===== src/logic/poly_cfg.svh =====
`ifndef POLY_CFG_SVH
`define POLY_CFG_SVH

// vertex buffer, 16-bit words, x and y per vertex
`define POLY_RAM_WORDS 1024

// upper address halves seen on the spi bus
`define POLY_BUF_BASE 16'h1CDD  // vertex buffer region
`define POLY_REG_BASE 16'h1CDE  // colour and count registers

// st7789 command bytes
`define LCD_CASET 8'h2A  // column window
`define LCD_RASET 8'h2B  // row window
`define LCD_RAMWR 8'h2C  // memory write
`define LCD_SCK_DIV 1    // clk cycles per lcd_sck half period

`endif

===== src/logic/poly_pkg.sv =====
package poly_pkg;

  // one byte written by the spi host
  typedef struct packed {
    logic        valid;  // one clk strobe
    logic [31:0] addr;   // byte address
    logic [7:0]  data;
  } bus_wr_t;

  // polyline point
  typedef struct packed {
    logic [15:0] x;
    logic [15:0] y;
  } vertex_t;

  // pixel headed for the display
  typedef struct packed {
    logic [15:0] x;
    logic [15:0] y;
    logic [15:0] color;  // rgb565
  } pixel_t;

  // bresenham engine states
  typedef enum logic [1:0] {
    STP_IDLE,   // waiting for line_start
    STP_SETUP,  // deltas latched, error term next
    STP_EMIT    // pixel on px, waiting for px_take
  } step_state_t;

endpackage


===== src/logic/spi_write_slave.sv =====
module spi_write_slave (
  input  logic              clk,
  input  logic              arst_n,
  input  logic              csn,
  input  logic              sclk,
  input  logic              mosi,
  output poly_pkg::bus_wr_t bus_wr
);

  typedef enum logic [1:0] {
    PH_CMD,   // first byte of frame
    PH_ADDR,  // 4 address bytes, msb first
    PH_DATA,  // payload bytes
    PH_SKIP   // unknown command, ignore until csn rises
  } phase_t;

  logic [1:0]  csn_sync;
  logic [1:0]  mosi_sync;
  logic [2:0]  sclk_sync;   // extra stage for edge detect
  logic        sclk_rise;
  logic        byte_done;
  logic        data_done;
  logic [7:0]  rx_byte;
  logic [6:0]  shreg;
  logic [2:0]  bit_cnt;
  logic [1:0]  addr_cnt;
  logic [31:0] addr;
  phase_t      phase;
  logic        wr_valid;
  logic [31:0] wr_addr;
  logic [7:0]  wr_data;

  // **************************************
  // input synchronisers
  // **************************************
  always_ff @(posedge clk or negedge arst_n) begin
    if (!arst_n) begin
      csn_sync  <= 2'b11;  // deselected
      mosi_sync <= 2'b00;
      sclk_sync <= 3'b000;
    end else begin
      csn_sync  <= {csn_sync[0], csn};
      mosi_sync <= {mosi_sync[0], mosi};
      sclk_sync <= {sclk_sync[1:0], sclk};
    end
  end

  assign sclk_rise = sclk_sync[1] & ~sclk_sync[2];
  assign rx_byte   = {shreg, mosi_sync[1]};  // byte incl. current bit
  assign byte_done = sclk_rise & (bit_cnt == 3'd7) & ~csn_sync[1];
  assign data_done = byte_done & (phase == PH_DATA);

  // **************************************
  // frame decode
  // **************************************
  always_ff @(posedge clk or negedge arst_n) begin
    if (!arst_n) begin
      phase    <= PH_CMD;
      bit_cnt  <= '0;
      addr_cnt <= '0;
      shreg    <= '0;
      addr     <= '0;
      wr_valid <= 1'b0;
    end else begin
      wr_valid <= data_done;  // lands 3 clk after the sclk edge
      if (csn_sync[1]) begin
        phase    <= PH_CMD;   // frame ended, rearm
        bit_cnt  <= '0;
        addr_cnt <= '0;
      end else if (sclk_rise) begin
        shreg   <= rx_byte[6:0];
        bit_cnt <= bit_cnt + 3'd1;  // wraps per byte
        if (bit_cnt == 3'd7) begin
          case (phase)
            PH_CMD:  phase <= (rx_byte == 8'h00) ? PH_ADDR : PH_SKIP;
            PH_ADDR: begin
              addr     <= {addr[23:0], rx_byte};
              addr_cnt <= addr_cnt + 2'd1;
              if (addr_cnt == 2'd3) phase <= PH_DATA;
            end
            PH_DATA: addr <= addr + 32'd1;  // next byte goes one up
            default: ;
          endcase
        end
      end
    end
  end

  // write payload
  always_ff @(posedge clk) begin
    if (data_done) begin
      wr_addr <= addr;
      wr_data <= rx_byte;
    end
  end

  assign bus_wr = '{valid: wr_valid, addr: wr_addr, data: wr_data};

endmodule


===== config.mk =====
export PLATFORM = sky130hd
export DESIGN_NAME = spi_write_slave
export DESIGN_NICKNAME = d
export VERILOG_FILES = /design/src/logic/poly_cfg.svh /design/src/logic/poly_pkg.sv /design/src/logic/spi_write_slave.sv
export SDC_FILE = /design/constraint.sdc
export NUM_CORES = 1
export LEC_CHECK = 0
export BUFFER_PORTS_ARGS = -buffer_cell sky130_fd_sc_hd__buf_4
export CORE_ASPECT_RATIO = 1.1
export CORE_MARGIN = 4
export CORE_UTILIZATION = 30
export DETAILED_ROUTE_END_ITERATION = 8
export SKIP_LAST_GASP = 1
export SLEW_MARGIN = 20
export SYNTH_ARGS = -nofsm -noshare
export SYNTH_HDL_FRONTEND = slang
export SYNTH_SLANG_ARGS = --single-unit

===== constraint.sdc =====
create_clock -name clk -period 6.7 [get_ports clk]
set_input_delay 0.67 -clock clk [delete_from_list [all_inputs] [get_ports clk]]
set_output_delay 0.67 -clock clk [all_outputs]
set_load 0.1 [all_outputs]

After elaboration in Yosys (flattened, before gate mapping)
Cells that the tools add are included.
W data, S select, Z words.
{"block": "word_totals", "reg_bits": 94, "inputBits": 5, "out_inout_bits": 41}
{"block": "op_classes", "addsub": 3, "n_eq_ne": 5, "muxes": 13, "bitwise_logic": 6, "n_reduce_logical": 11}
{"cell": "$pmux W32 S2", "count": 1}
{"cell": "$add A32 B1 Y32 const B", "count": 1}
{"cell": "$mux W2", "count": 9}
{"cell": "$logic_not A8 Y1", "count": 1}
{"cell": "$reduce_and A4 Y1", "count": 2}
{"cell": "$reduce_bool A2 Y1", "count": 4}
{"cell": "$mux W3", "count": 2}
{"cell": "$and A1 B1 Y1", "count": 4}
{"cell": "$eq A2 B2 Y1 const B", "count": 2}
{"cell": "$pmux W2 S2", "count": 1}
{"cell": "$add A3 B1 Y3 const B", "count": 1}
{"cell": "$eq A3 B3 Y1 const B", "count": 1}
{"cell": "$ne A3 B3 Y1 const B", "count": 1}
{"cell": "$reduce_and A3 Y1", "count": 1}
{"cell": "$reduce_bool A3 Y1", "count": 1}
{"cell": "$add A2 B1 Y2 const B", "count": 1}
{"cell": "$eq A2 B1 Y1 const B", "count": 1}
{"cell": "$logic_not A2 Y1", "count": 1}
{"cell": "$not A1 Y1", "count": 2}
{"cell": "$reduce_and A2 Y1", "count": 1}

Longest topological paths before layout
{"block": "logic_depth", "depth_word": 6, "depth_mapped": 8}

Worst setup path before layout
OpenSTA, ideal clock, no wires.
{"block": "synth_timing", "path_kind": "reg-to-reg", "startpoint": "reg phase[0]", "endpoint": "reg addr[28]", "setup_time_ns": 0.124, "arrival_ns": 2.331, "required_ns": 6.576, "setup_slack_ns": 4.245, "path_stages_with_launch": 8, "n_path_buf": 1, "period_less_slack_ns": 2.455, "cell_sequence": "dfrtp_1 > inv_1 > ha_1 > clkbuf_1 > and3_1 > nand2_1 > o221ai_1 > nor2_1"}
{"block": "synth_via", "elab_chain_cells": 3, "elab_cells_between_ends": 5, "classes_between": "2 x eq/ne; 1 x mux; 2 x reduce/logical"}
{"item": "start, declared", "line": "spi_write_slave.sv:28", "rtl": "phase_t phase;"}
{"item": "start signal, assigned", "line": "spi_write_slave.sv:75", "rtl": "PH_CMD: phase <= (rx_byte == 8'h00) ? PH_ADDR : PH_SKIP;"}
{"item": "$eq A2 B2 Y1 / $eq A2 B1 Y1 (equally long branches)", "line": "spi_write_slave.sv:74", "rtl": "case (phase)"}
{"item": "$reduce_bool A2 Y1 (no source line)"}
{"item": "$reduce_and A4 Y1 (no source line)"}
{"item": "end signal, assigned", "line": "spi_write_slave.sv:77", "rtl": "addr <= {addr[23:0], rx_byte};"}
{"item": "end signal, assigned", "line": "spi_write_slave.sv:81", "rtl": "PH_DATA: addr <= addr + 32'd1;"}
{"item": "end, declared", "line": "spi_write_slave.sv:27", "rtl": "logic [31:0] addr;"}
Several ways; a longest one is shown, not always the timed one.
A chain may end at the register's enable or synchronous reset.

Worst setup path in the final report
Ends and elaborated chain as after synthesis.

==> impl_metrics.tcl <==
set metrics [dict create \
    run_status "finished, final reports clean" \
    ff2ff_path_depth 7 \
    syn_inst 367 \
    clock_latency_ns 0.34 \
    crit_buf_inv 2 \
    startpoint_type "flip-flop" \
    hold_ws_ns 0.355 \
    routed_via_density 5.11 \
    drcViolationCount 0 \
    cp_cell_sequence "inv_1, ha_1, buf_4, and3_2, nand2_1, o221ai_1, nor2_1" \
    antenna_found_initial 0 \
    finalNonFillerCells 598 \
    rrSetupSlack_ns 4.22 \
    total_power_mw 1.15 \
    cts_inserted_buffers 9 \
    synth_top_cell_by_area "dfrtp_1" \
    synth.top_cell.area_share 0.311 \
    io_pins 46 \
    die_area_mm2 0.0159 \
    portBuffers 45 \
    place.gp.congestion 0.822 \
    tightest_slew_ns 0.955 \
    yosysUniqueCellTypes 50 \
    worstSetupPathType "reg2reg" \
    maxCapViolCount 0 \
    critPathCaptureType "flip-flop" \
    slew_headroom 0.364 \
    cts_buffer_depth 2 \
    fin_worst_skew_ns 0.00652 \
    layout.nets 416 \
    ir_worst_vdd_v 0.0000963 \
    coreArea_mm2 0.0137 \
    clk_pin_slew_worst_paths_ns 0.07 \
    initial_utilization 0.305 \
    finalCritPeriodShare 0.371 \
    drtIter0Drc 214 \
    path_depth 7 \
    setup_viol 0 \
    powerDensity_mw_per_mm2 233 \
    dp_hpwl_um 5880 \
    synth_fp_nets 378 \
    wl_per_cell_um 15.2 \
    synthToLayoutAreaGrowth_pct 18.3 \
    grt_pass1_wl_um 15300 \
    rsz0062_at_grt "false" \
    die_w_um 121 \
    min_path_type "in2async" \
    synth_area_per_cell_um2 11.4 \
    cts_setup_buffers 0 \
    max_freq_mhz 402 \
    final_common_cell "dfrtp_1" \
    drv_slew 0 \
    track_usage 0.119 \
    placedCellCount 582 \
    fillers 1361 \
    ctsHoldBuffers 0 \
    drive_gt1_frac 0.200 \
    critical_path.slowest_cell "and3_2" \
    syn_area_mm2 0.00419 \
    p_leak_nw 1.86 \
    critPathTopFamily "simple AND/OR/NAND/NOR gates" \
    synthFlopType "dfrtp_1" \
    post_cts_resized 0 \
    cts-root-buf "clkbuf_16" \
    r2r_end "addr[28]$_DFFE_PN0P_" \
    cpPeakStageDelay_ns 0.93 \
    ys_seq_area_frac 0.610 \
    ant_nets 0 \
    synthTopCellsByArea "dfrtp_1 31%, edfxtp_1 29%, a21oi_1 3.3%, nor2_1 2.8%, nand3_1 2.5%" \
    synth-edff-count 40 \
    grt_overflow 0 \
    drt-total-wl_um 9110 \
    die_h_um 132 \
    grt_max_degree 60 \
    r2r-start "phase[0]$_DFFE_PN0P_" \
    htree_num_levels 3 \
    insertedDiodeCount 0 \
    setup_tns_ns 0 \
    hold_viol 0 \
    final_cell_mix "52 x dfrtp_1, 47 x buf_4, 40 x edfxtp_1" \
    cp_max_fo 59 \
    yosys_warnings 0 \
    num_vias 3054 \
    crit_required_ns 6.93 \
    rows 45 \
    period_needed_ns 2.48 \
    cts_tree "done" \
    async_reset_ff_frac 0.574 \
    grt_pass1_vias 2981 \
    ys_ff_latch 94 \
    clock_sinks 94 \
    drt_pass1_iterations 5 \
    worstPathArrival_ns 2.71 \
]
## where the power goes
group	switching, mW	internal [mW]	total (mW)
sequential	0.0244	0.623	0.648
combinational	0.0203	0.0249	0.0453
clock	0.211	0.248	0.459
total	0.256	0.896	1.15
## synthesized netlist by cell type (all sizes together) (4+ instances only)
| master | number |
|---|---|
| or3 | 5 |
| nor4 | 5 |
| a31oi | 7 |
| inv | 11 |
| nand4 | 12 |
| dfrtp | 52 |
| clkbuf | 13 |
| a21oi | 28 |
| ha | 6 |
| nand2 | 25 |
| and3 | 7 |
| o22ai | 9 |
| o21ai | 19 |
| nand3 | 22 |
| mux2 | 7 |
| a2bb2oi | 5 |
| nor3 | 9 |
| nor2 | 31 |
| mux2i | 6 |
| edfxtp | 40 |
| a32oi | 4 |
| buf | 7 |
## logic make-up after synthesis
| group | share of synthesized area |
|---|---|
| compound gates | 0.138 |
| xor+xnor | 0.00418 |
| fa+ha+maj | 0.0179 |
| buf+inv | 0.0317 |
| flops | 0.610 |
| mux | 0.0332 |
| simple gates | 0.165 |
## per-stage QoR
stage	setup slack (ns)	instance area, um2	util
after CTS	4.08	4950	0.361
final	4.22	4950	0.361
after global placement	4.18	4690	0.341
after global routing	3.91	4950	0.361
after detailed placement	4.10	4690	0.341
after floorplan	4.24	4190	-
## final cells by class
type                            instances  area [um2]  share of cell area
Sequential cell                        94        2550               0.516
Multi-Input combinational cell        242        1500               0.304
Timing Repair Buffer                   47         353              0.0712
Tap cell                              188         235              0.0475
Clock buffer                            9         225              0.0455
Clock inverter                          7        41.3             0.00833
Inverter                               11        41.3             0.00833
## state kept, by name, indices dropped and copies added (netlist names)
signal     count
bit_cnt        3
mosi_sync      2
csn_sync       2
phase          2
addr_cnt       2
wr_valid       1
wr_data        8
addr          32
sclk_sync      3
shreg          7
wr_addr       32
## routing by layer
layer,routed length (um),GRT usage
met5,0,0
met4,125,0.0535
met3,495,0.0227
met1,4170,0.159
met2,4320,0.187
## how the worst max path moves through the flow
stage                          start                   end  slack, ns
6_report        phase[0]$_DFFE_PN0P_  addr[28]$_DFFE_PN0P_       4.22
5_1_grt         phase[0]$_DFFE_PN0P_  addr[28]$_DFFE_PN0P_       3.91
4_1_cts        csn_sync[1]$_DFF_PN1_  addr[29]$_DFFE_PN0P_       4.08
3_5_place_dp   csn_sync[1]$_DFF_PN1_  addr[29]$_DFFE_PN0P_       4.10
3_3_place_gp   csn_sync[1]$_DFF_PN1_  addr[29]$_DFFE_PN0P_       4.18
2_1_floorplan   phase[0]$_DFFE_PN0P_  addr[28]$_DFFE_PN0P_       4.24
No activity file was read; power rests on OpenSTA's default activity.
