--- src/logic/poly_cfg.svh ---
`ifndef POLY_CFG_SVH
`define POLY_CFG_SVH

// vertex buffer, 16-bit words, x and y per vertex
`define POLY_RAM_WORDS 1024

// upper address halves seen on the spi bus
`define POLY_BUF_BASE 16'h1CDD  // vertex buffer region
`define POLY_REG_BASE 16'h1CDE  // colour and count registers

// st7789 command bytes
`define LCD_CASET 8'h2A  // column window
`define LCD_RASET 8'h2B  // row window
`define LCD_RAMWR 8'h2C  // memory write
`define LCD_SCK_DIV 1    // clk cycles per lcd_sck half period

`endif
--- src/logic/poly_pkg.sv ---
package poly_pkg;

  // one byte written by the spi host
  typedef struct packed {
    logic        valid;  // one clk strobe
    logic [31:0] addr;   // byte address
    logic [7:0]  data;
  } bus_wr_t;

  // polyline point
  typedef struct packed {
    logic [15:0] x;
    logic [15:0] y;
  } vertex_t;

  // pixel headed for the display
  typedef struct packed {
    logic [15:0] x;
    logic [15:0] y;
    logic [15:0] color;  // rgb565
  } pixel_t;

  // bresenham engine states
  typedef enum logic [1:0] {
    STP_IDLE,   // waiting for line_start
    STP_SETUP,  // deltas latched, error term next
    STP_EMIT    // pixel on px, waiting for px_take
  } step_state_t;

endpackage

--- src/logic/polyline_ctrl.sv ---
`include "poly_cfg.svh"

module polyline_ctrl (
  input  logic              clk,
  input  logic              arst_n,
  input  poly_pkg::bus_wr_t bus_wr,
  output logic [9:0]        rd_addr,
  input  logic [15:0]       rd_data,
  output logic              line_start,
  output poly_pkg::vertex_t seg_from,
  output poly_pkg::vertex_t seg_to,
  input  logic              line_done,
  input  logic              lcd_idle,
  output logic [15:0]       color,
  output logic              busy
);

  typedef enum logic [2:0] {
    S_IDLE,
    S_FETCH0,  // first vertex into seg_from
    S_FETCHN,  // next vertex into seg_to
    S_DRAW,    // kick the stepper
    S_WAIT,    // segment in progress
    S_FINISH   // last pixel still on the wire
  } state_t;

  state_t      state;
  logic        reg_hit;
  logic        start;
  logic [15:0] color_q;
  logic [7:0]  count_hi;  // count msb, lsb comes with the start write
  logic [15:0] nverts;    // count frozen at start
  logic [15:0] vidx;      // next vertex to fetch
  logic [1:0]  step;      // 0 addr x, 1 addr y + take x, 2 take y
  logic [15:0] vx;

  // **************************************
  // register file
  // **************************************
  assign reg_hit = bus_wr.valid && (bus_wr.addr[31:16] == `POLY_REG_BASE);
  assign start   = reg_hit && (bus_wr.addr[15:0] == 16'd3) && (state == S_IDLE);

  always_ff @(posedge clk or negedge arst_n) begin
    if (!arst_n) begin
      color_q  <= '0;
      count_hi <= '0;
    end else if (reg_hit) begin
      case (bus_wr.addr[15:0])
        16'd0:   color_q[15:8] <= bus_wr.data;
        16'd1:   color_q[7:0]  <= bus_wr.data;
        16'd2:   count_hi      <= bus_wr.data;
        default: ;  // count lsb goes straight into nverts
      endcase
    end
  end

  // **************************************
  // vertex walker
  // **************************************
  always_ff @(posedge clk or negedge arst_n) begin
    if (!arst_n) begin
      state  <= S_IDLE;
      step   <= '0;
      vidx   <= '0;
      nverts <= '0;
    end else begin
      case (state)
        S_IDLE: begin
          if (start) begin
            nverts <= {count_hi, bus_wr.data};  // lsb arrives this cycle
            vidx   <= '0;
            step   <= '0;
            state  <= S_FETCH0;
          end
        end
        S_FETCH0, S_FETCHN: begin
          if (state == S_FETCH0 && step == 2'd0 && nverts < 16'd2) begin
            state <= S_FINISH;  // nothing to draw
          end else if (step == 2'd2) begin
            step  <= '0;
            vidx  <= vidx + 16'd1;
            state <= (state == S_FETCH0) ? S_FETCHN : S_DRAW;
          end else begin
            step <= step + 2'd1;
          end
        end
        S_DRAW: state <= S_WAIT;
        S_WAIT: begin
          if (line_done) state <= (vidx == nverts) ? S_FINISH : S_FETCHN;
        end
        S_FINISH: begin
          if (lcd_idle) state <= S_IDLE;
        end
        default: state <= S_IDLE;
      endcase
    end
  end

  // vertex and colour payload
  always_ff @(posedge clk) begin
    if (start) color <= color_q;  // colour held for the whole drawing
    if (state == S_FETCH0 || state == S_FETCHN) begin
      if (step == 2'd1) vx <= rd_data;
      if (step == 2'd2) begin
        if (state == S_FETCH0) seg_from <= '{x: vx, y: rd_data};
        else                   seg_to   <= '{x: vx, y: rd_data};
      end
    end
    if (state == S_WAIT && line_done) seg_from <= seg_to;  // chain segments
  end

  assign rd_addr    = {vidx[8:0], step[0]};  // word 2n = x, 2n+1 = y
  assign line_start = (state == S_DRAW);
  assign busy       = (state != S_IDLE);

endmodule

--- config.mk ---
export PLATFORM = sky130hd
export DESIGN_NAME = polyline_ctrl
export DESIGN_NICKNAME = d
export VERILOG_FILES = /design/src/logic/poly_pkg.sv /design/src/logic/polyline_ctrl.sv
export VERILOG_INCLUDE_DIRS = /design/src /design/src/logic
export SDC_FILE = /design/constraint.sdc
export NUM_CORES = 1
export LEC_CHECK = 0
export ABC_AREA = 1
export BUFFER_PORTS_ARGS = -buffer_cell sky130_fd_sc_hd__buf_2
export CAP_MARGIN = 20
export CORE_MARGIN = 10
export CORE_UTILIZATION = 50
export CTS_CLUSTER_SIZE = 28
export DETAILED_ROUTE_END_ITERATION = 8
export PLACE_DENSITY = 0.81
export SYNTH_ARGS = -nofsm -noshare
export SYNTH_HDL_FRONTEND = slang
export SYNTH_SLANG_ARGS = --single-unit
--- constraint.sdc ---
create_clock -name clk -period 5.97 [get_ports clk]
set_input_delay 1.194 -clock clk [delete_from_list [all_inputs] [get_ports clk]]
set_output_delay 1.194 -clock clk [all_outputs]
set_load 0.01 [all_outputs]
Word-level counts from Yosys, hierarchy flattened

Cells that the tools add are included.

Register bits: 157
Input port bits: 61
Word-level logic and storage cells: 81

$add $sub $neg: 2
$lt $le $gt $ge: 1
Equal/unequal tests: 18
Multiplexer cells: 20
Bitwise gates (word level): 1
Reduce and logical (&&, ||, !) cells: 26

Operators by type and width:

| kind                                                        | count |
|---|---|
| two-way mux 32 bit                                          | 4 |
| two-way mux 16 bit                                          | 3 |
| == test 16 x 2 -> 1 bit, second input constant              | 2 |
| one-hot mux 16 bit (2 select lines)                         | 1 |
| two-way mux 3 bit                                           | 6 |
| adder 16 x 1 -> 16 bit, second input constant               | 1 |
| == test 16 x 1 -> 1 bit, second input constant              | 1 |
| == test 16 x 13 -> 1 bit, second input constant             | 1 |
| == test 16 bit                                              | 1 |
| logical NOT 16 bit                                          | 1 |
| less-than comparator 16 x 2 -> 1 bit, second input constant | 1 |
| one-hot mux 3 bit (5 select lines)                          | 1 |
| != test 2 bit, second input constant                        | 5 |
| AND reduction 2 bit                                         | 5 |
| AND reduction 3 bit                                         | 3 |
| AND reduction 4 bit                                         | 2 |
| nonzero test 2 bit                                          | 4 |
| == test 3 x 2 -> 1 bit, second input constant               | 2 |
| == test 3 bit, second input constant                        | 2 |
| logical AND 1 bit                                           | 6 |
| two-way mux 2 bit                                           | 3 |
| one-hot mux 2 bit (2 select lines)                          | 1 |
| == test 3 x 1 -> 1 bit, second input constant               | 1 |
| logical NOT 3 bit                                           | 1 |
| 10 further kinds                                            | 10 |

Depth between registers and ports, before layout

Depth after elaboration: 6
Mapped depth: 12

Worst setup path after synthesis

Ideal clock, no wire load.

Path type: reg2reg
From: register step[0]
To: register seg_to[0] (netlist name) (enable)
Library setup time: 0.502 ns
Data arrival time: 3.832 ns
Required time: 5.468 ns
Setup slack: 1.636 ns
Stages on the path, launching flop included: 4
Cell sequence: dfrtp_1 -> nor2_1 -> inv_1 -> nor4_1

Longest elaborated chain between the ends: 2

Ends and longest elaborated chain:

| element                              | RTL line             | RTL |
|---|---|---|
| start: declaration                   | polyline_ctrl.sv:34  | `logic [1:0] step;` |
| start signal: assignment             | polyline_ctrl.sv:84  | `step <= step + 2'd1;` |
| == test 2 bit                        | polyline_ctrl.sv:104 | `if (step == 2'd2) begin` |
| AND reduction 3 bit (no source line) | --                   |  |
| end signal: assignment               | polyline_ctrl.sv:106 | `else seg_to <= '{x: vx, y: rd_data};` |
| end: declaration                     | polyline_ctrl.sv:11  | `output poly_pkg::vertex_t seg_to,` |

Every way passes these cells.
A chain may end at the register's enable or synchronous reset.

Worst setup path after layout

From: register state[1]
To: output port busy

Longest elaborated chain between the ends: 1

Ends and longest elaborated chain:

| element                  | RTL line             | RTL |
|---|---|---|
| start: declaration       | polyline_ctrl.sv:27  | `state_t state;` |
| start signal: assignment | polyline_ctrl.sv:82  | `state <= (state == S_FETCH0) ? S_FETCHN : S_DRAW;` |
| start signal: assignment | polyline_ctrl.sv:89  | `if (line_done) state <= (vidx == nverts) ? S_FINISH : S_FETCHN;` |
| nonzero test 3 bit       | polyline_ctrl.sv:114 | `assign busy = (state != S_IDLE);` |
| end: declaration         | polyline_ctrl.sv:15  | `output logic busy` |

Every way passes these cells.

==> impl_results.md <==
- CTS H-tree depth: 4
- Ys async rst share: 0.389
- Gr ovfl total: 0
- Total Routing Usage GR: 0.170
- Pwr per Cell Area: approximately 380 nW/um^2
- Worst-path clk slew: about 0.07 ns
- Total power: 3.12 mW
- Setup TNS: 0 ns
- Worst Min Path Start: color_q[2]$_DFFE_PN0P_
- Worst-Skew Late Latency: 0.42 ns
- Status: complete, no violations
- CP endpoint kind: output port
- Post-DRT Antenna Nets: 0
- Post-layout util: 0.621
- Fin nets: just under 900
- Worst path required time: roughly 4.8 ns
- Clk sinks: between 150 and 200
- Final Skew: between 0.01 and 0.015 ns
- Ys Warns: 0
- Reg2Reg Depth: 6
- Sequential area share after synthesis: 0.639
- Port Buffers: 152
- Reg2reg end: seg_from[20]$_DFFE_PP_
- Core area: 13400 um^2
- Synth area leader: edfxtp_1
- First-pass GRT wire length: 25500 um
- Clk root buf: clkbuf_16
- Antenna violations before repair: 1
- Synth cell count leaders: 189 x nand2_1, 96 x edfxtp_1, 69 x inv_1
- Initial core utilization: 0.515
- Fin crit period: about 2.8 ns
- Fin crit share: 0.467
- R2R setup slack: ~3.7 ns
- Cell variety after synth: 33
- Layout cells sized above 1: 0.291
- Worst R2R Start: state[1]$_DFFE_PN0P_
- Hold Path Stages: 0
- GPL Wtd Cong: 0.905
- Die H: roughly 140 um
- Main area contributors after synthesis: edfxtp_1 42%, dfrtp_1 22%, nand2_1 10%, mux2_2 5.2%, inv_1 3.8%
- Top_reg_cell synth: edfxtp_1
- Via count: 5074
- Number of flops mapped to enable cells by yosys: 96
- Post-CTS Setup Bufs: 0
- Minimum hold slack: between 0.4 and 0.5 ns
- DPL Wire Length: approximately 12000 um
- Synthesized instance count: about 660
- Number of buffers created by CTS: 17
- Avg WL per Cell: 16.1 um
- CTS tree: yes
- Area delta synth->final: 20.6%
- # setup viols final: 0
- Mapped Area: roughly 6900 um^2
- Post-synthesis net count: 721
- Max frequency: around 360 MHz
- Drt total wl: 16000 um
- Worst VDD drop: roughly 0.00021 V
- # rows: 42
- Slew @ Worst Pin: roughly 0.81 ns
- Critical Path AT: between 1.5 and 2 ns
- Ports: approximately 150
- Hold Vio Cnt, Final: 0
- Hold Crit Class: reg -> reg
- Die Wd: approximately 140 um
- Critical Path Start Type: flop
- RSZ-0062 raised after global routing: false
- Largest net degree at the start of global routing: 62
- Maxcap violations: 0
- FF+latch count, synth: roughly 160
- Most numerous cell in the Yosys netlist: nand2_1
- Max clock buf depth: 2
- Hold_buf cts: 0
- Hold EP: color[2]$_DFFE_PP_
- Share of the synthesized area in the top cell type: 0.418
- Vias per cell: a little over 5
- Die ar.: 18900 um^2
- Critical path class: reg -> out
- Worst slew margin: 0.458
- First-pass iteration count of the detailed router: 5
- Avg Inst Size Synth: roughly 10 um^2
- Slew Viols, Final: 0
- Leakage: between 3 and 4 nW
- Number of DRC markers in iteration 0: between 300 and 400
- Drt drc: 0
- Vias in the first global route: 5120
- Post-CTS sizing: 0
- Crit Path Max Fanout: 5
final cells by class:
type	instances	area, um^2
Inverter	72	272
Multi-Input combinational cell	405	2050
Sequential cell	157	4410
Clock inverter	14	151
Antenna cell	1	2.50
Timing Repair Buffer	156	791
Tap cell	176	220
Fill cell	1074	5080
Clock buffer	18	429
sequential cells by signal (all words and copies together), names as in the netlist:
signal / count
seg_from: 32
state: 3
nverts: 16
seg_to: 32
count_hi: 8
color: 16
step: 2
color_q: 16
vidx: 16
vx: 16
cells by family after synthesis:
kind of cell / count (synthesis) / share of synthesized area
compound gates: 46 / 0.0352
xor+xnor: 7 / 0.00889
fa+ha+maj: 1 / 0.00181
buf+inv: 97 / 0.0665
flops: 157 / 0.639
mux: 32 / 0.0522
simple gates: 319 / 0.196
where the power goes:
group / total (mW) / leakage [nW] / switching, mW / internal, mW
Clock: 1.05 / 0.278 / 0.460 / 0.591
Sequential: 1.40 / 1.72 / 0.0799 / 1.32
Combinational: 0.674 / 1.79 / 0.468 / 0.205
layout by cell type, fill, tap and decap left out, types with 17 or more instances in the layout:
cell	instances
o21ai_0	30
mux2_2	32
nor2_1	65
dfrtp_1	61
inv_1	69
buf_2	152
clkbuf_16	17
edfxtp_1	96
nand4_1	18
nand3_1	19
nand2_1	189
metal layers:
layer / vias to the layer above / part of all wire / GRT usage
met4: 0 / 0.016 / 0.0585
li1: 2469 / - / -
met5: - / 0 / 0
met2: 192 / 0.48 / 0.281
met3: 22 / 0.089 / 0.0477
met1: 2391 / 0.42 / 0.210
per-stage QoR:
stage | setup slack (ns) | cells | cell area, um^2
finish | 3.18 | 999 | 8320
global route | 3.08 | 999 | 8320
CTS | 3.15 | 998 | 8320
detailed placement | 3.09 | 966 | 7740
global placement | 3.15 | 966 | 7740
floorplan | 1.64 | 659 | 6900
worst max path at each step:
stage | startpoint | end | slack (ns) | cells after the start
after floorplan | step[0]$_DFFE_PN0P_ | seg_to[0]$_DFFE_PP_ | 1.64 | 3
after global placement | bus_wr[23] | color[14]$_DFFE_PP_ | 3.15 | 10
after detailed placement | bus_wr[23] | color[4]$_DFFE_PP_ | 3.09 | 10
after CTS | state[1]$_DFFE_PN0P_ | busy | 3.15 | 5
after global routing | state[0]$_DFFE_PN0P_ | busy | 3.08 | 5
final | state[1]$_DFFE_PN0P_ | busy | 3.18 | 5
worst max-delay path, cell delays in order (launching register included):
cell	delay (ns)
dfrtp_1	0.46
nor2_2	0.17
inv_2	0.07
nor2_2	0.28
inv_1	0.07
buf_2	0.15
Note: power is estimated with default switching activity, not from simulation.
