File: config.mk
export PLATFORM = sky130hd
export DESIGN_NAME = line_stepper
export DESIGN_NICKNAME = d
export VERILOG_FILES = /design/src/logic/poly_cfg.svh /design/src/logic/poly_pkg.sv /design/src/logic/line_stepper.sv
export SDC_FILE = /design/constraint.sdc
export NUM_CORES = 1
export LEC_CHECK = 0
export BUFFER_PORTS_ARGS = -buffer_cell sky130_fd_sc_hd__buf_2
export CORE_ASPECT_RATIO = 0.5
export CORE_MARGIN = 2
export CORE_UTILIZATION = 38
export CTS_CLUSTER_DIAMETER = 60
export CTS_CLUSTER_SIZE = 12
export DETAILED_ROUTE_END_ITERATION = 12
export PLACE_DENSITY = 0.66
export SETUP_SLACK_MARGIN = 0.05
export SLEW_MARGIN = 30
export SYNTH_ARGS = -nofsm -noshare
export SYNTH_HDL_FRONTEND = slang
export SYNTH_SLANG_ARGS = --single-unit
export TNS_END_PERCENT = 20
File: constraint.sdc
create_clock -name clk -period 12.45 [get_ports clk]
set_input_delay 1.245 -clock clk [delete_from_list [all_inputs] [get_ports clk]]
set_output_delay 1.245 -clock clk [all_outputs]
set_load 0.1 [all_outputs]
File: src/logic/poly_cfg.svh
`ifndef POLY_CFG_SVH
`define POLY_CFG_SVH

// vertex buffer, 16-bit words, x and y per vertex
`define POLY_RAM_WORDS 1024

// upper address halves seen on the spi bus
`define POLY_BUF_BASE 16'h1CDD  // vertex buffer region
`define POLY_REG_BASE 16'h1CDE  // colour and count registers

// st7789 command bytes
`define LCD_CASET 8'h2A  // column window
`define LCD_RASET 8'h2B  // row window
`define LCD_RAMWR 8'h2C  // memory write
`define LCD_SCK_DIV 1    // clk cycles per lcd_sck half period

`endif
File: src/logic/poly_pkg.sv
package poly_pkg;

  // one byte written by the spi host
  typedef struct packed {
    logic        valid;  // one clk strobe
    logic [31:0] addr;   // byte address
    logic [7:0]  data;
  } bus_wr_t;

  // polyline point
  typedef struct packed {
    logic [15:0] x;
    logic [15:0] y;
  } vertex_t;

  // pixel headed for the display
  typedef struct packed {
    logic [15:0] x;
    logic [15:0] y;
    logic [15:0] color;  // rgb565
  } pixel_t;

  // bresenham engine states
  typedef enum logic [1:0] {
    STP_IDLE,   // waiting for line_start
    STP_SETUP,  // deltas latched, error term next
    STP_EMIT    // pixel on px, waiting for px_take
  } step_state_t;

endpackage

File: src/logic/line_stepper.sv
module line_stepper (
  input  logic              clk,
  input  logic              arst_n,
  input  logic              line_start,
  input  poly_pkg::vertex_t seg_from,
  input  poly_pkg::vertex_t seg_to,
  input  logic [15:0]       color,
  output poly_pkg::pixel_t  px,
  output logic              px_valid,
  input  logic              px_take,
  output logic              line_done
);
  import poly_pkg::*;

  step_state_t        state;
  logic [15:0]        cur_x, cur_y;
  logic [15:0]        end_x, end_y;
  logic signed [16:0] diff_x, diff_y;
  logic signed [16:0] dx;      // |x1 - x0|
  logic signed [16:0] dy;      // -|y1 - y0|
  logic               sx_neg, sy_neg;
  logic signed [17:0] err;
  logic signed [18:0] e2;
  logic signed [17:0] err_nx;
  logic               step_x, step_y;
  logic               at_end;

  assign diff_x = $signed({1'b0, seg_to.x}) - $signed({1'b0, seg_from.x});
  assign diff_y = $signed({1'b0, seg_to.y}) - $signed({1'b0, seg_from.y});

  // **************************************
  // step decision
  // **************************************
  assign e2     = $signed({err, 1'b0});
  assign step_x = (e2 >= dy);
  assign step_y = (e2 <= dx);
  assign at_end = (cur_x == end_x) && (cur_y == end_y);
  assign err_nx = err
                + (step_x ? $signed({dy[16], dy}) : 18'sd0)
                + (step_y ? $signed({dx[16], dx}) : 18'sd0);

  always_ff @(posedge clk or negedge arst_n) begin
    if (!arst_n) begin
      state     <= STP_IDLE;
      line_done <= 1'b0;
    end else begin
      line_done <= 1'b0;
      case (state)
        STP_IDLE:  if (line_start) state <= STP_SETUP;
        STP_SETUP: state <= STP_EMIT;
        STP_EMIT: begin
          if (px_take && at_end) begin
            state     <= STP_IDLE;  // endpoint handed over
            line_done <= 1'b1;
          end
        end
        default: state <= STP_IDLE;
      endcase
    end
  end

  // datapath
  always_ff @(posedge clk) begin
    if (state == STP_IDLE && line_start) begin
      cur_x  <= seg_from.x;
      cur_y  <= seg_from.y;
      end_x  <= seg_to.x;
      end_y  <= seg_to.y;
      dx     <= diff_x[16] ? -diff_x : diff_x;
      dy     <= diff_y[16] ? diff_y : -diff_y;
      sx_neg <= diff_x[16];
      sy_neg <= diff_y[16];
    end
    if (state == STP_SETUP) begin
      err <= $signed({dx[16], dx}) + $signed({dy[16], dy});
    end
    if (state == STP_EMIT && px_take && !at_end) begin
      err <= err_nx;
      if (step_x) cur_x <= sx_neg ? cur_x - 16'd1 : cur_x + 16'd1;
      if (step_y) cur_y <= sy_neg ? cur_y - 16'd1 : cur_y + 16'd1;
    end
  end

  assign px       = '{x: cur_x, y: cur_y, color: color};
  assign px_valid = (state == STP_EMIT);  // held until px_take

endmodule

# ---- Word level (Yosys, flattened, before mapping)
# Index checks and enable logic that the tools add are counted.
# W data, S select, Z words.
dict set report word_totals {
  register_bits 121
  input_bits 84
  out_inout_bits 50
  elab_cells 60
}
dict set report classes {
  addsub 11
  magnitude_cmp 2
  eq_ne 6
  mux 19
  reduce_logical 9
}
# operator n
set op_table {}
lappend op_table {{$mux W16} 10}
lappend op_table {{$mux W18} 4}
lappend op_table {{$add A18 B18 Y18} 2}
lappend op_table {{$neg A17 Y17} 2}
lappend op_table {{$sub A16 B16 Y17} 2}
lappend op_table {{$add A16 B1 Y16 const B} 2}
lappend op_table {{$eq A16 B16 Y1} 2}
lappend op_table {{$sub A16 B1 Y16 const B} 2}
lappend op_table {{$ge A19 B17 Y1} 1}
lappend op_table {{$le A19 B17 Y1} 1}
lappend op_table {{$add A17 B17 Y18} 1}
lappend op_table {{$pmux W2 S3} 1}
lappend op_table {{$logic_and A1 B1 Y1} 5}
lappend op_table {{$mux W2} 2}
lappend op_table {{$eq A2 B1 Y1 const B} 1}
lappend op_table {{$eq A2 B2 Y1 const B} 1}
lappend op_table {{$logic_not A2 Y1} 1}
lappend op_table {{$mux W1} 2}
lappend op_table {{$ne A2 B1 Y1 const B} 1}
lappend op_table {{$ne A2 B2 Y1 const B} 1}
lappend op_table {{$reduce_and A2 Y1} 1}
lappend op_table {{$reduce_bool A2 Y1} 1}
lappend op_table {{$logic_not A1 Y1} 1}

# ---- Longest topological paths before layout
dict set report depth {
  depth_word 5
  ltp_mapped 23
  depth_no_buf 21
}

# ---- Worst setup path after synthesis
# No wires, ideal clock.
dict set report synth_path {
  path_kind {reg2reg}
  start {reg dy[16]}
  end {reg err[17], data pin}
  setup_time_ns 0.146
  arrival_ns 4.508
  required_time_ns 12.304
  path_slack_ns 7.796
  stages_incl_launch_ff 22
  n_path_buf 1
  synth_period_minus_slack_ns 4.654
  cell_sequence {edfxtp_1 > inv_1 > ha_1 > a21o_1 > a2111oi_0 > a21oi_1 > nor3_1 > a21oi_1 > clkbuf_1 > and2_1 > fa_1 > ha_1 > inv_1 > fa_1 > nor2b_1 > o31ai_1 > a211oi_1 > nor4_1 > o31ai_1 > o41ai_1 > xnor3_1 > a21oi_1}
}
dict set report synth_between {
  elab_chain_len 5
  word_cells_on_any_way 7
  classes_between {add/sub (3); order compare (1); mux (3)}
}
# element line_no
set synth_lines {}
lappend synth_lines {{start: declaration} line_stepper.sv:20} ;# logic signed [16:0] dy;
lappend synth_lines {{start signal: assignment} line_stepper.sv:70} ;# dy <= diff_y[16] ? diff_y : -diff_y;
lappend synth_lines {{$ge A19 B17 Y1} line_stepper.sv:35} ;# assign step_x = (e2 >= dy);
lappend synth_lines {{$mux W18} line_stepper.sv:39} ;# + (step_x ? $signed({dy[16], dy}) : 18'sd0)
lappend synth_lines {{$add A18 B18 Y18} line_stepper.sv:39}
lappend synth_lines {{$add A18 B18 Y18} line_stepper.sv:40} ;# + (step_y ? $signed({dx[16], dx}) : 18'sd0);
lappend synth_lines {{$mux W18 (*)} line_stepper.sv:77} ;# if (state == STP_EMIT && px_take && !at_end) begin
lappend synth_lines {{end signal: assignment} line_stepper.sv:75} ;# err <= $signed({dx[16], dx}) + $signed({dy[16], dy});
lappend synth_lines {{end signal: assignment} line_stepper.sv:78} ;# err <= err_nx;
lappend synth_lines {{end: declaration} line_stepper.sv:22} ;# logic signed [17:0] err;
# Every way passes the cells marked *; elsewhere a longest branch is shown, timed or not. The select of a mux whose other input is x is not followed.
# A chain may end at the register's enable or synchronous reset.

# ---- Worst setup path after layout
dict set report layout_path {
  start {reg err[15]}
  end {reg err[17], data pin}
}
dict set report layout_between {
  elab_chain_len 5
  word_cells_on_any_way 7
  classes_between {add/sub (2); order compare (2); mux (3)}
}
# element line_no
set layout_lines {}
lappend layout_lines {{$ge A19 B17 Y1} line_stepper.sv:35}
lappend layout_lines {{$mux W18} line_stepper.sv:39}
lappend layout_lines {{$add A18 B18 Y18} line_stepper.sv:39}
lappend layout_lines {{$add A18 B18 Y18 (*)} line_stepper.sv:40}
lappend layout_lines {{$mux W18 (*)} line_stepper.sv:77}
# Every way passes the cells marked *; elsewhere a longest branch is shown, timed or not.

==> results.json <==
{
  "status": "finished, final reports clean",
  "r2r_start": "err[15]$_DFFE_PP_",
  "seqCellArea_um2": 3298,
  "syn_to_final_growth_pct": 12.01,
  "fin_cells": 1750,
  "cts-root-buf": "clkbuf_16",
  "clk_path_buf_depth": 2,
  "first_iter_violations": 696,
  "numCtsBuffers": 17,
  "hold_class": "reg -> reg",
  "cpLargestDelayFamily": "compound AO/OA/AOI/OAI gates",
  "io_buffers": 101,
  "drc": 0,
  "fin_crit_ns": 5.434,
  "hold_violations": 0,
  "design_area_um2": 12890,
  "cts_tree": "yes",
  "crit_path_end": "err[17]$_DFFE_PP_",
  "fin_crit_sh_pct": 43.64,
  "fmax_mhz": 184.0,
  "rsz0062_at_grt": "false",
  "worstPathBufferInverterCount": 2,
  "relSlewSlack_pct": 38.52,
  "synth_edf_count": 86,
  "wirelength_um": 31290,
  "setup-tns-final_ns": 0,
  "die_area_um2": 31770,
  "critPathLaunchType": "flop",
  "path_depth": 20,
  "cp.arrival_ns": 5.72,
  "clock-sinks": 121,
  "required_ns": 12.73,
  "worst-r2r-setup-slack_ns": 7.02,
  "dp.cells": 1714,
  "holdWs_ns": 0.4919,
  "critical_path_class": "reg -> reg",
  "multi_input_area_um2": 7547,
  "ant_nets": 0,
  "initial_core_util_pct": 39.14,
  "slew_viol_final": 0,
  "grt_pass1_wl_um": 49600,
  "track_usage_pct": 19.75,
  "grt_max_degree": 65,
  "grt_pass1_vias": 9374,
  "synth_area_leaders": "edfxtp_1 (22%), ha_1 (14%), dfxtp_1 (5.6%)",
  "nFillCells": 2851,
  "ios": 134,
  "path_clk_slew_ns": 0.06,
  "die_w_um": 250.1,
  "vias_per_cell": 5.523,
  "final_layout_size_suffix_gt1_share_pct": 13.73,
  "dpl_cell_area_um2": 12320,
  "finalNetCount": 1580,
  "antenna_found_initial": 4,
  "rows": 44,
  "r2r-end": "err[17]$_DFFE_PP_",
  "avgSynthCellArea_um2": 9.146,
  "synthFlopType": "edfxtp_1",
  "synth_warnings": 0,
  "async_reset_ff_share_pct": 2.479,
  "reg2reg_depth": 20,
  "ys_types": 86,
  "crit_slowest_cell": "edfxtp_1",
  "critPathMaxStageDelay_ns": 0.46,
  "first_pass_iters": 5,
  "h-tree-depth": 4,
  "netlist_area_um2": 11510,
  "netlist_top_cells_count": "ha_1 (131), inv_1 (109), nor2_1 (97)",
  "ys_seq_elements": 121,
  "core_um2": 29400,
  "synthMostInstantiatedCell": "ha_1",
  "crit_chain": "ha_1, a21o_1, a2111oi_0, a21oi_1, nor3_1, a21oi_1, buf_4, and2_1, fa_1, ha_1, inv_1, fa_1, nor2b_1, o31ai_1, a211oi_1, nor4_1, o31ai_1, o41ai_1, xnor3_1, a21oi_1",
  "vias": 9666,
  "overflow": 0,
  "cts_resized": 0,
  "netlist.area_leader.share_pct": 22.44,
  "synth_top_area_cell": "edfxtp_1",
  "setup_violations": 0,
  "fp.dieH_um": 127.0,
  "wl_per_cell_um": 17.88,
  "syn-num-nets": 1496,
  "ys_seq_area_share_pct": 28.66,
  "postCtsSetupBuffers": 0,
  "fin_worst_skew_ns": 0.01032,
  "drv_cap": 0,
  "globalplace.congestion": 0.9445,
  "critical_path.startpoint": "err[15]$_DFFE_PP_",
  "endpoint_kind": "flop",
  "worst-path-max-fanout": 15,
  "hpwl_um": 25260,
  "tightest_slew_ns": 0.9221,
  "crit_top_cell": "a21oi_1",
  "worstSkewPairLatency_ns": 0.43,
  "synth_cells": 1258,
  "hold_buffers": 0
}
[layer usage]
metal | routed length (um) | track usage [%] | vias up | share of wire, %
met2 | 14180 | 31.50 | 220 | 45
met4 | 893 | 7.679 | 0 | 2.9
li1 | - | - | 4739 | -
met3 | 1161 | 3.219 | 61 | 3.7
met1 | 15050 | 27.01 | 4646 | 48
met5 | 0 | 0 | - | 0
[layout by cell type, fill, tap and decap left out, drive strengths merged, types with 6 or more instances in the layout]
master	netlist	final
clkbuf	19	19
a2111oi	7	7
and2	22	22
ha	131	131
clkinv	0	8
a31oi	14	14
nor2	99	99
nor4	13	13
a211o	6	6
o21ai	77	77
inv	110	114
o31ai	18	18
a211oi	26	26
xnor2	65	65
fa	23	23
mux2	8	8
o211ai	9	9
a21o	17	17
o31a	6	6
nand4	8	8
nand2b	14	14
nor2b	15	15
nand2	68	68
a21oi	72	72
o21bai	6	6
nand3	19	19
nor3	36	36
o21a	19	19
dfxtp	32	32
mux2i	26	26
or2	6	6
edfxtp	86	86
and3	12	12
xor2	59	59
buf	26	110
or3	16	16
[area by class of cell]
type | count | share of cell area [%]
Antenna cell | 4 | 0.07767
Clock buffer | 19 | 3.602
Clock inverter | 13 | 0.7184
Inverter | 110 | 3.204
Multi-Input combinational cell | 982 | 58.56
Sequential cell | 121 | 25.59
Tap cell | 391 | 3.796
Timing Repair Buffer | 110 | 4.447
[worst register-to-register path, delay by kind of cell, from the launching register on]
kind | cells | cell delay (ns)
AO/OA/AOI/OAI | 9 | 2.10
XOR/XNOR | 1 | 0.40
adder cells (fa/ha/maj) | 4 | 1.20
buffers and inverters | 2 | 0.32
flip-flops | 1 | 0.46
AND/OR/NAND/NOR | 4 | 0.80
[kinds of logic after synthesis]
group / synth area share [%]
AOI/OAI and AO/OA: 18.74
xor gates and xnor gates: 9.765
adders and majority gates: 18.25
buffers and inverters: 5.807
DFF: 28.66
muxes: 3.045
and+or+nand+nor: 15.74
[flip-flops by register name, indices dropped and copies added (netlist names), 2 cells and up]
signal	cells
cur_x	16
state	2
dy	17
end_y	16
cur_y	16
end_x	16
err	18
dx	17
[worst min path at each step]
stage / endpoint / cells after the start / from / slack [ns]
after floorplan: state[0]$_DFFE_PN0P_ / 1 / state[1]$_DFFE_PN0P_ / 0.44
after global placement: state[0]$_DFFE_PN0P_ / 1 / state[1]$_DFFE_PN0P_ / 0.46
after detailed placement: state[0]$_DFFE_PN0P_ / 1 / state[1]$_DFFE_PN0P_ / 0.48
after CTS: state[0]$_DFFE_PN0P_ / 1 / state[1]$_DFFE_PN0P_ / 0.50
after global routing: state[0]$_DFFE_PN0P_ / 1 / state[1]$_DFFE_PN0P_ / 0.53
final: state[0]$_DFFE_PN0P_ / 1 / state[1]$_DFFE_PN0P_ / 0.49
[per-stage QoR]
stage | worst slack (ns) | utilization, %
detailed placement | 7.043 | 41.91
floorplan | 7.796 | -
finish | 7.016 | 43.84
global placement | 7.201 | 41.90
CTS | 7.011 | 43.80
global route | 6.596 | 43.84
Power is not shown: default switching activity piles up to over one toggle a cycle in this logic, so the estimate is an artifact.
